**config.mk**
```make
export PLATFORM = sky130hd
export DESIGN_NAME = tilemapAddrGen
export DESIGN_NICKNAME = d
export VERILOG_FILES = /design/src/apbPkg.sv /design/src/geomPkg.sv /design/src/layerScroller.sv /design/src/rasterCounter.sv /design/src/scrollRegs.sv /design/src/tileFetchSeq.sv /design/src/tilemapAddrGen.sv
export SDC_FILE = /design/constraint.sdc
export NUM_CORES = 1
export LEC_CHECK = 0
export ABC_AREA = 1
export BUFFER_PORTS_ARGS = -buffer_cell sky130_fd_sc_hd__clkbuf_2
export CORE_MARGIN = 4
export CORE_UTILIZATION = 25
export CTS_BUF_LIST = sky130_fd_sc_hd__clkbuf_2 sky130_fd_sc_hd__clkbuf_4 sky130_fd_sc_hd__clkbuf_8
export DETAILED_ROUTE_END_ITERATION = 8
export RECOVER_POWER = 50
export SYNTH_ARGS = -nofsm -noshare
export SYNTH_HDL_FRONTEND = slang
export SYNTH_SLANG_ARGS = --single-unit
export TNS_END_PERCENT = 1
```
**constraint.sdc**
```tcl
create_clock -name CLK_6M -period 2.9 [get_ports CLK_6M]
set_clock_uncertainty 0.2 [all_clocks]
set_input_delay 0.58 -clock CLK_6M [delete_from_list [all_inputs] [get_ports CLK_6M]]
set_output_delay 0.58 -clock CLK_6M [all_outputs]
set_load 0.05 [all_outputs]
```
**src/apbPkg.sv**
```systemverilog
package apbPkg;

	////////////////////////////////////////
	// bus widths
	////////////////////////////////////////

	localparam int ADDR_W = 6;
	localparam int DATA_W = 16;

	typedef struct packed {
		logic psel;
		logic penable;
		logic pwrite;
		logic [ADDR_W-1:0] paddr;
		logic [DATA_W-1:0] pwdata;
	} apbReq;

	typedef struct packed {
		logic pready;
		logic [DATA_W-1:0] prdata;
		logic pslverr;
	} apbResp;

	////////////////////////////////////////
	// register map
	////////////////////////////////////////

	// byte offsets inside one layer block
	localparam int H_SCROLL_OFS = 0;
	localparam int V_SCROLL_OFS = 4;
	localparam int PRI_OFS = 8;

	// one block per layer, layer index in the upper address bits
	localparam int LAYER_STRIDE = 16;

endpackage

```
**src/geomPkg.sv**
```systemverilog
package geomPkg;

	////////////////////////////////////////
	// screen and scroll widths
	////////////////////////////////////////

	// raster counters
	localparam int H_W = 9;
	localparam int V_W = 9;

	// per layer scroll offsets and priority
	localparam int HSCROLL_W = 9;
	localparam int VSCROLL_W = 8;
	localparam int PRI_W = 3;

	// 64x32 tiles of 8x8 pixels
	localparam int COL_W = 6;
	localparam int ROW_W = 5;
	localparam int FINE_W = 3;

	// tile RAM bytes and PROM address fields
	localparam int RD_W = 8;
	localparam int IDX_W = 8;
	localparam int ATTR_W = 2;
	localparam int RA_W = 13;
	localparam int GA_W = 14;

	// layer field of the RAM address, one bit at least
	function automatic int layerBits(input int numLayers);
		return (numLayers > 1) ? $clog2(numLayers) : 1;
	endfunction

	////////////////////////////////////////
	// structs
	////////////////////////////////////////

	typedef struct packed {
		logic [H_W-1:0] hCount;
		logic [V_W-1:0] vCount;
	} rasterPos;

	typedef struct packed {
		logic [HSCROLL_W-1:0] hScroll;
		logic [VSCROLL_W-1:0] vScroll;
		logic [PRI_W-1:0] pri;
	} scrollCfg;

	// scrolled coordinates of one layer
	typedef struct packed {
		logic [COL_W-1:0] tileCol;
		logic [ROW_W-1:0] tileRow;
		logic [FINE_W-1:0] fineRow;
		logic nibble;
	} layerAddr;

	// attr, index, fine row, nibble
	typedef struct packed {
		logic [GA_W-1:0] ga;
		logic valid;
	} tileFetch;

endpackage

```
**src/layerScroller.sv**
```systemverilog
`timescale 1ns/1ps

module layerScroller (
	input logic CLK_6M,
	input logic rst,
	input geomPkg::rasterPos pos,
	input geomPkg::scrollCfg cfg,
	output geomPkg::layerAddr addr,
	output logic tileEdge
);

	////////////////////////////////////////
	// scrolled position
	////////////////////////////////////////

	// horizontal sum wraps at 512 pixels
	logic [geomPkg::H_W-1:0] hSum;

	// vertical sum wraps at 256 lines
	logic [geomPkg::VSCROLL_W-1:0] vSum;

	assign hSum = pos.hCount + cfg.hScroll;
	assign vSum = pos.vCount[geomPkg::VSCROLL_W-1:0] + cfg.vScroll;

	////////////////////////////////////////
	// tile edge strobe
	////////////////////////////////////////

	// first pixel of a scrolled tile
	always_ff @(posedge CLK_6M) begin
		if (rst) begin
			tileEdge <= 1'b0;
		end else begin
			tileEdge <= (hSum[geomPkg::FINE_W-1:0] == '0);
		end
	end

	////////////////////////////////////////
	// tile coordinates
	////////////////////////////////////////

	always_ff @(posedge CLK_6M) begin
		// coarse column, 64 tiles across
		addr.tileCol <= hSum[geomPkg::H_W-1:geomPkg::FINE_W];

		// coarse row, 32 tiles down
		addr.tileRow <= vSum[geomPkg::VSCROLL_W-1:geomPkg::FINE_W];

		// pixel row inside the tile
		addr.fineRow <= vSum[geomPkg::FINE_W-1:0];

		// left or right half of the 8 pixel row
		addr.nibble <= hSum[geomPkg::FINE_W-1];
	end

endmodule

```
**src/rasterCounter.sv**
```systemverilog
`timescale 1ns/1ps

module rasterCounter (
	input logic CLK_6M,
	input logic rst,
	input logic hSyncN,
	input logic vSyncN,
	output geomPkg::rasterPos pos
);

	// sync levels seen at the previous edge
	logic hSyncLast;
	logic vSyncLast;

	// falling edge of each sync
	logic hFall;
	logic vFall;

	assign hFall = ~hSyncN & hSyncLast;
	assign vFall = ~vSyncN & vSyncLast;

	////////////////////////////////////////
	// pixel counters
	////////////////////////////////////////

	always_ff @(posedge CLK_6M) begin
		if (rst) begin
			// idle level of both syncs
			hSyncLast <= 1'b1;
			vSyncLast <= 1'b1;
			pos <= '0;
		end else begin
			hSyncLast <= hSyncN;
			vSyncLast <= vSyncN;

			// start of line
			if (hFall) begin
				pos.hCount <= '0;
				pos.vCount <= pos.vCount + 1'b1;
			end else begin
				pos.hCount <= pos.hCount + 1'b1;
			end

			// start of frame, wins over the line step
			if (vFall) begin
				pos.vCount <= '0;
			end
		end
	end

endmodule

```
**src/scrollRegs.sv**
```systemverilog
`timescale 1ns/1ps

module scrollRegs #(
	parameter int NUM_LAYERS = 2
) (
	input logic CLK_6M,
	input logic rst,
	input apbPkg::apbReq apbIn,
	output apbPkg::apbResp apbOut,
	output geomPkg::scrollCfg cfg [NUM_LAYERS]
);

	// offset bits within a layer block, layer index above
	localparam int OFS_W = $clog2(apbPkg::LAYER_STRIDE);
	localparam int SEL_W = apbPkg::ADDR_W - OFS_W;

	logic [SEL_W-1:0] layerSel;
	logic [OFS_W-1:0] regOfs;
	logic access;
	logic layerHit;
	logic ofsHit;
	logic wrEn;
	logic [apbPkg::DATA_W-1:0] rdData;

	////////////////////////////////////////
	// address decode
	////////////////////////////////////////

	assign layerSel = apbIn.paddr[apbPkg::ADDR_W-1:OFS_W];
	assign regOfs = apbIn.paddr[OFS_W-1:0];

	// access phase of a transfer
	assign access = apbIn.psel & apbIn.penable;
	assign layerHit = (int'(layerSel) < NUM_LAYERS);
	assign ofsHit = (regOfs == OFS_W'(apbPkg::H_SCROLL_OFS)) ||
		(regOfs == OFS_W'(apbPkg::V_SCROLL_OFS)) ||
		(regOfs == OFS_W'(apbPkg::PRI_OFS));
	assign wrEn = access & apbIn.pwrite & layerHit & ofsHit;

	// no wait states
	assign apbOut.pready = 1'b1;
	assign apbOut.prdata = rdData;
	assign apbOut.pslverr = access & ~(layerHit & ofsHit);

	// read mux, zero extended fields
	always_comb begin
		rdData = '0;
		for (int k = 0; k < NUM_LAYERS; k++) begin
			if (layerSel == SEL_W'(k)) begin
				case (regOfs)
					OFS_W'(apbPkg::H_SCROLL_OFS):
						rdData[geomPkg::HSCROLL_W-1:0] = cfg[k].hScroll;
					OFS_W'(apbPkg::V_SCROLL_OFS):
						rdData[geomPkg::VSCROLL_W-1:0] = cfg[k].vScroll;
					OFS_W'(apbPkg::PRI_OFS):
						rdData[geomPkg::PRI_W-1:0] = cfg[k].pri;
					default:
						rdData = '0;
				endcase
			end
		end
	end

	////////////////////////////////////////
	// register writes
	////////////////////////////////////////

	always_ff @(posedge CLK_6M) begin
		if (rst) begin
			for (int k = 0; k < NUM_LAYERS; k++) begin
				cfg[k] <= '0;
			end
		end else if (wrEn) begin
			for (int k = 0; k < NUM_LAYERS; k++) begin
				if (layerSel == SEL_W'(k)) begin
					// only the field width is kept
					case (regOfs)
						OFS_W'(apbPkg::H_SCROLL_OFS):
							cfg[k].hScroll <= apbIn.pwdata[geomPkg::HSCROLL_W-1:0];
						OFS_W'(apbPkg::V_SCROLL_OFS):
							cfg[k].vScroll <= apbIn.pwdata[geomPkg::VSCROLL_W-1:0];
						OFS_W'(apbPkg::PRI_OFS):
							cfg[k].pri <= apbIn.pwdata[geomPkg::PRI_W-1:0];
						default:
							cfg[k] <= cfg[k];
					endcase
				end
			end
		end
	end

endmodule

```
**src/tileFetchSeq.sv**
```systemverilog
`timescale 1ns/1ps

module tileFetchSeq #(
	parameter int NUM_LAYERS = 2
) (
	input logic CLK_6M,
	input logic rst,
	input geomPkg::rasterPos pos,
	input geomPkg::layerAddr addr [NUM_LAYERS],
	output logic [geomPkg::RA_W+geomPkg::layerBits(NUM_LAYERS)-2:0] ra,
	input logic [geomPkg::RD_W-1:0] rd,
	output geomPkg::tileFetch fetch [NUM_LAYERS]
);

	localparam int LAYER_W = geomPkg::layerBits(NUM_LAYERS);

	// repeat bit, byte bit, then layer bits
	localparam int PH_W = $clog2(NUM_LAYERS) + 2;

	// phase in step with the scroller outputs
	logic [PH_W-1:0] phaseD;

	// phase in step with ra
	logic [PH_W-1:0] phaseRa;
	logic [LAYER_W-1:0] selLayer;
	logic [LAYER_W-1:0] raLayer;

	// captured tile bytes and latched fine coordinates
	logic [geomPkg::IDX_W-1:0] tileIdx [NUM_LAYERS];
	logic [geomPkg::ATTR_W-1:0] tileAttr [NUM_LAYERS];
	logic [geomPkg::FINE_W-1:0] fineLat [NUM_LAYERS];
	logic nibLat [NUM_LAYERS];

	// byte 1 just captured
	logic [NUM_LAYERS-1:0] pending;

	assign selLayer = LAYER_W'(phaseD >> 2);
	assign raLayer = LAYER_W'(phaseRa >> 2);

	////////////////////////////////////////
	// slot sequencer
	////////////////////////////////////////

	always_ff @(posedge CLK_6M) begin
		if (rst) begin
			phaseD <= '0;
			phaseRa <= '0;
			ra <= '0;
			pending <= '0;
			for (int k = 0; k < NUM_LAYERS; k++) begin
				fetch[k] <= '0;
			end
		end else begin
			phaseD <= pos.hCount[PH_W-1:0];
			phaseRa <= phaseD;

			// layer, row, column, byte
			ra <= {selLayer, addr[selLayer].tileRow, addr[selLayer].tileCol, phaseD[1]};

			for (int k = 0; k < NUM_LAYERS; k++) begin
				// end of the byte 1 slot
				pending[k] <= phaseRa[1] & phaseRa[0] & (raLayer == LAYER_W'(k));

				// one cycle valid pulse
				fetch[k].valid <= pending[k];
				if (pending[k]) begin
					fetch[k].ga <= {tileAttr[k], tileIdx[k], fineLat[k], nibLat[k]};
				end
			end
		end
	end

	////////////////////////////////////////
	// byte capture
	////////////////////////////////////////

	always_ff @(posedge CLK_6M) begin
		for (int k = 0; k < NUM_LAYERS; k++) begin
			// fine coordinates of the byte 0 address
			if (phaseD[1:0] == 2'b00 && selLayer == LAYER_W'(k)) begin
				fineLat[k] <= addr[k].fineRow;
				nibLat[k] <= addr[k].nibble;
			end

			// rd lags ra by one cycle, so take it in the second slot cycle
			if (phaseRa[0] && raLayer == LAYER_W'(k)) begin
				if (phaseRa[1]) begin
					tileAttr[k] <= rd[geomPkg::ATTR_W-1:0];
				end else begin
					tileIdx[k] <= rd;
				end
			end
		end
	end

endmodule

```
**src/tilemapAddrGen.sv**
```systemverilog
`timescale 1ns/1ps

module tilemapAddrGen #(
	parameter int NUM_LAYERS = 2
) (
	input logic CLK_6M,
	input logic rst,
	input logic hSyncN,
	input logic vSyncN,
	input apbPkg::apbReq apbIn,
	output apbPkg::apbResp apbOut,
	output logic [geomPkg::RA_W+geomPkg::layerBits(NUM_LAYERS)-2:0] ra,
	input logic [geomPkg::RD_W-1:0] rd,
	output geomPkg::tileFetch fetch [NUM_LAYERS],
	output logic [NUM_LAYERS-1:0] tileEdge,
	output logic [geomPkg::PRI_W-1:0] layerPri [NUM_LAYERS]
);

	// screen position shared by all layers
	geomPkg::rasterPos pos;

	// cpu side configuration
	geomPkg::scrollCfg cfg [NUM_LAYERS];

	// scrolled coordinates per layer
	geomPkg::layerAddr addr [NUM_LAYERS];

	rasterCounter rasterCounter_i (
		.CLK_6M(CLK_6M),
		.rst(rst),
		.hSyncN(hSyncN),
		.vSyncN(vSyncN),
		.pos(pos)
	);

	scrollRegs #(
		.NUM_LAYERS(NUM_LAYERS)
	) scrollRegs_i (
		.CLK_6M(CLK_6M),
		.rst(rst),
		.apbIn(apbIn),
		.apbOut(apbOut),
		.cfg(cfg)
	);

	////////////////////////////////////////
	// one scroller per layer
	////////////////////////////////////////

	for (genvar k = 0; k < NUM_LAYERS; k++) begin : genLayer
		layerScroller layerScroller_i (
			.CLK_6M(CLK_6M),
			.rst(rst),
			.pos(pos),
			.cfg(cfg[k]),
			.addr(addr[k]),
			.tileEdge(tileEdge[k])
		);

		// priority goes straight on to the mixer
		assign layerPri[k] = cfg[k].pri;
	end

	tileFetchSeq #(
		.NUM_LAYERS(NUM_LAYERS)
	) tileFetchSeq_i (
		.CLK_6M(CLK_6M),
		.rst(rst),
		.pos(pos),
		.addr(addr),
		.ra(ra),
		.rd(rd),
		.fetch(fetch)
	);

endmodule

```
==> results.tsv <==
stage	metric	value	unit
drt	Starting DRT DRC Count	422	
timing	final setup TNS	0	ns
grt	global-route wire length before repair	30000	µm
cts	root buf cell	clkbuf_8	
logic_synthesis	Top FF cell, synth	dfxtp_1	
place	Post-DP HPWL	14600	µm
grt	gr usage total	0.115	
grt	initial antenna violation count	0	
cts	H-tree levels	4	
pwr	Seq pwr share	0.567	
floorplanning	Die Wd	181	µm
timing	Final Setup Violations	0	
final_layout	# diodes	0	
logic_synthesis	post-synthesis cell area	0.00750	mm²
timing	final hold vios	0	
cts	CTS clk-pin slew, worst paths	0.10	ns
place	Buffers on Ports	90	
logic_synthesis	mux cell area share after synthesis	0	
logic_synthesis	Async SR Flop Fraction	0	
floorplanning	full die area	0.0328	mm²
logic_synthesis	Syn Area/Cell	7.94	µm²
logic_synthesis	Post-synth EDFFs	28	
final_layout	most common cell after layout, fill and taps aside	nand2_1	
logic_synthesis	synth unique cells	34	
worst_hold_path	worst min path class	in2reg	
pwr	Pwr Density	485	mW/mm²
worst_setup_path	CP endpoint kind	output port	
cts	Post-CTS Resized	0	
pwr	P_sw	1.09	mW
logic_synthesis	Post-Synth Simple-Gate Area	0.258	
final_layout	share of post-route cells with drive strength above 1	0.129	
pwr	sw frac	0.256	
worst_setup_path	Crit Path Max Fanout	11	
pwr	largest vdd supply drop	270	µV
pwr	internal power	3.15	mW
timing	Slew HR	-0.0171	
logic_synthesis	largest family of logic cells by synthesized area	simple AND/OR/NAND/NOR gates	
final_layout	Area Growth Syn to Fin	16.4	%
logic_synthesis	Synth Area in Adders	0.0641	
pwr	Leak	4.09	nW
final_layout	Reg area	0.00364	mm²
cts	TritonCTS Buffers	17	
run_status	violated checks	capacitance limit, slew limit	
cts	clk_lat worst skew	0.46	ns
timing	minimum clock period	2.70	ns
floorplanning	starting density of the core	0.253	
timing	Final Cycle Share	0.930	
grt	total congestion overflow after global routing	0	
final_layout	Multi-input gate area	0.00327	mm²
logic_synthesis	Syn Inst Count	944	
worst_setup_path	Worst setup SP type	primary input	
logic_synthesis	synthesis-stage register bit count	168	
drt	Vias/cell	4.30	
cts	TritonCTS clock tree	done	
final_layout	most frequent cells in the layout	198 x nand2_1, 161 x nor2_1, 140 x dfxtp_1	
cts	postcts setup bufs	0	
worst_setup_path	CP arrival	1.92	ns
cts	# hold bufs at CTS	0	
worst_setup_path	critical path class	in2out	
timing	hold slack	0.109	ns
pwr	part of the power in the clock network	0.388	
logic_synthesis	Compound-Gate Fraction of Synth Area	0.0880	
drt	Routed WL	19200	µm
timing	worst slew pin tran	1.53	ns
drt	routed len/inst	13.5	µm
run_status	outcome	finished, violations left	
logic_synthesis	XOR/XNOR share of the synthesized area	0.0222	
floorplanning	Core Rows	63	
logic_synthesis	Syn. warnings	0	
final_layout	filler cell count	3245	
timing	max-slew violation count	78	
final_layout	Final nets	1100	
timing	FMAX	0.371	GHz
worst_setup_path	Required @ worst endpoint	2.12	ns
grt	vias in the first global route	5516	
cts	CTS Buffer Depth	2	
grt	pin count of the biggest net entering global routing	78	
floorplanning	core footprint	0.0296	mm²
drt	antenna viol nets, final	0	
drt	Vias	6151	
flow_run	Max-Cap Viols	1	
cts	TritonCTS Sinks	168	
logic_synthesis	register area share after synthesis	0.486	
drt	drt first pass iters	7	
floorplanning	Ports	106	
floorplanning	die span in y	181	µm
pwr	Combinational Power Share	0.044	
timing	unrepaired setup endpoints after global routing	no	
place	gpl congestion	0.887	
drt	# DRC	0	
==> routing by layer <==
metal,up-vias,share of wire,track usage
met1,2780,0.49,0.164
met2,169,0.42,0.170
met4,0,0.017,0.0303
met5,-,0,0
met3,14,0.065,0.0348
li1,3188,-,-
==> cell usage after synthesis, types with 6 or more instances <==
library cell | instances | area share
a21oi_1 | 61 | 0.041
buf_2 | 8 | 0.0053
buf_4 | 24 | 0.024
clkbuf_1 | 12 | 0.0060
dfxtp_1 | 140 | 0.37
edfxtp_1 | 28 | 0.11
ha_1 | 32 | 0.053
inv_1 | 86 | 0.043
nand2_1 | 198 | 0.099
nand3_1 | 74 | 0.049
nand4_1 | 6 | 0.0050
nor2_1 | 161 | 0.081
nor3_1 | 7 | 0.0047
o21ai_0 | 45 | 0.030
xnor2_1 | 6 | 0.0070
xor2_1 | 13 | 0.015
==> area by class of cell <==
cell class,instances,area share
clock inverters,14,0.0159
clock buffers,18,0.0277
inverters,86,0.0370
well taps,390,0.0559
multi-input cells,649,0.375
flip-flops and latches,168,0.417
repair buffers,105,0.0715
==> path summary, 6_finish.rpt <==
path | start | endpoint | slack, ns | cells after the start
worst min register to register | genLayer[1].layerScroller_i.addr[3]$_DFF_P_ | tileFetchSeq_i.fineLat[1][2]$_DFFE_PP_ | 0.21 | 0
worst max register to register | rasterCounter_i.pos[9]$_SDFF_PP0_ | genLayer[1].layerScroller_i.addr[12]$_DFF_P_ | 0.69 | 7
worst min-delay path | vSyncN | rasterCounter_i.vSyncLast$_SDFF_PP1_ | 0.11 | 3
worst max-delay path | apbIn[17] | apbOut[2] | 0.20 | 9
==> critical path: stages <==
cell	delay (ns)
clkbuf_2	0.10
nor2_4	0.15
nand2_1	0.15
inv_1	0.30
nand2_1	0.09
nand3_1	0.11
nand2_1	0.06
nand2_1	0.09
clkbuf_2	0.28
==> sequential cells by signal, summed over array words and instances, names as in the netlist <==
register	count
rasterCounter_i.hSyncLast	1
tileFetchSeq_i.tileIdx	16
tileFetchSeq_i.ra	13
rasterCounter_i.vSyncLast	1
tileFetchSeq_i.phaseD	3
genLayer.layerScroller_i.addr	30
tileFetchSeq_i.fetch	30
tileFetchSeq_i.nibLat	2
genLayer.layerScroller_i.tileEdge	2
tileFetchSeq_i.fineLat	6
scrollRegs_i.cfg	40
tileFetchSeq_i.tileAttr	4
tileFetchSeq_i.pending	2
rasterCounter_i.pos	17
tileFetchSeq_i.phaseRa	1
==> metrics by stage <==
stage	area (µm²)	instances	total power, mW	utilization	worst slack (ns)
6_report	8730	1430	4.23	0.294	0.202
5_1_grt	8730	1430	4.39	0.294	0.0795
4_1_cts	8770	1430	4.28	0.296	0.217
3_5_place_dp	8390	1398	2.65	0.283	0.221
3_3_place_gp	8390	1398	2.65	0.283	0.229
2_1_floorplan	7520	950	2.59	-	0.380
==> cell families after synthesis <==
| family | Yosys count |
|---|---|
| xor+xnor | 19 |
| flops | 168 |
| fa+ha+maj | 36 |
| other cells | 2 |
| buf+inv | 133 |
| compound gates | 123 |
| simple gates | 463 |
==> power by group through the flow <==
| stage | Clock [mW] | Sequential, mW | Combinational, mW |
|---|---|---|---|
| 2_1_floorplan | 0 | 2.45 | 0.132 |
| 3_3_place_gp | 0 | 2.46 | 0.192 |
| 3_5_place_dp | 0 | 2.46 | 0.193 |
| 4_1_cts | 1.69 | 2.40 | 0.194 |
| 5_1_grt | 1.77 | 2.40 | 0.207 |
| 6_report | 1.64 | 2.40 | 0.187 |
(Power assumes the default switching activity.)
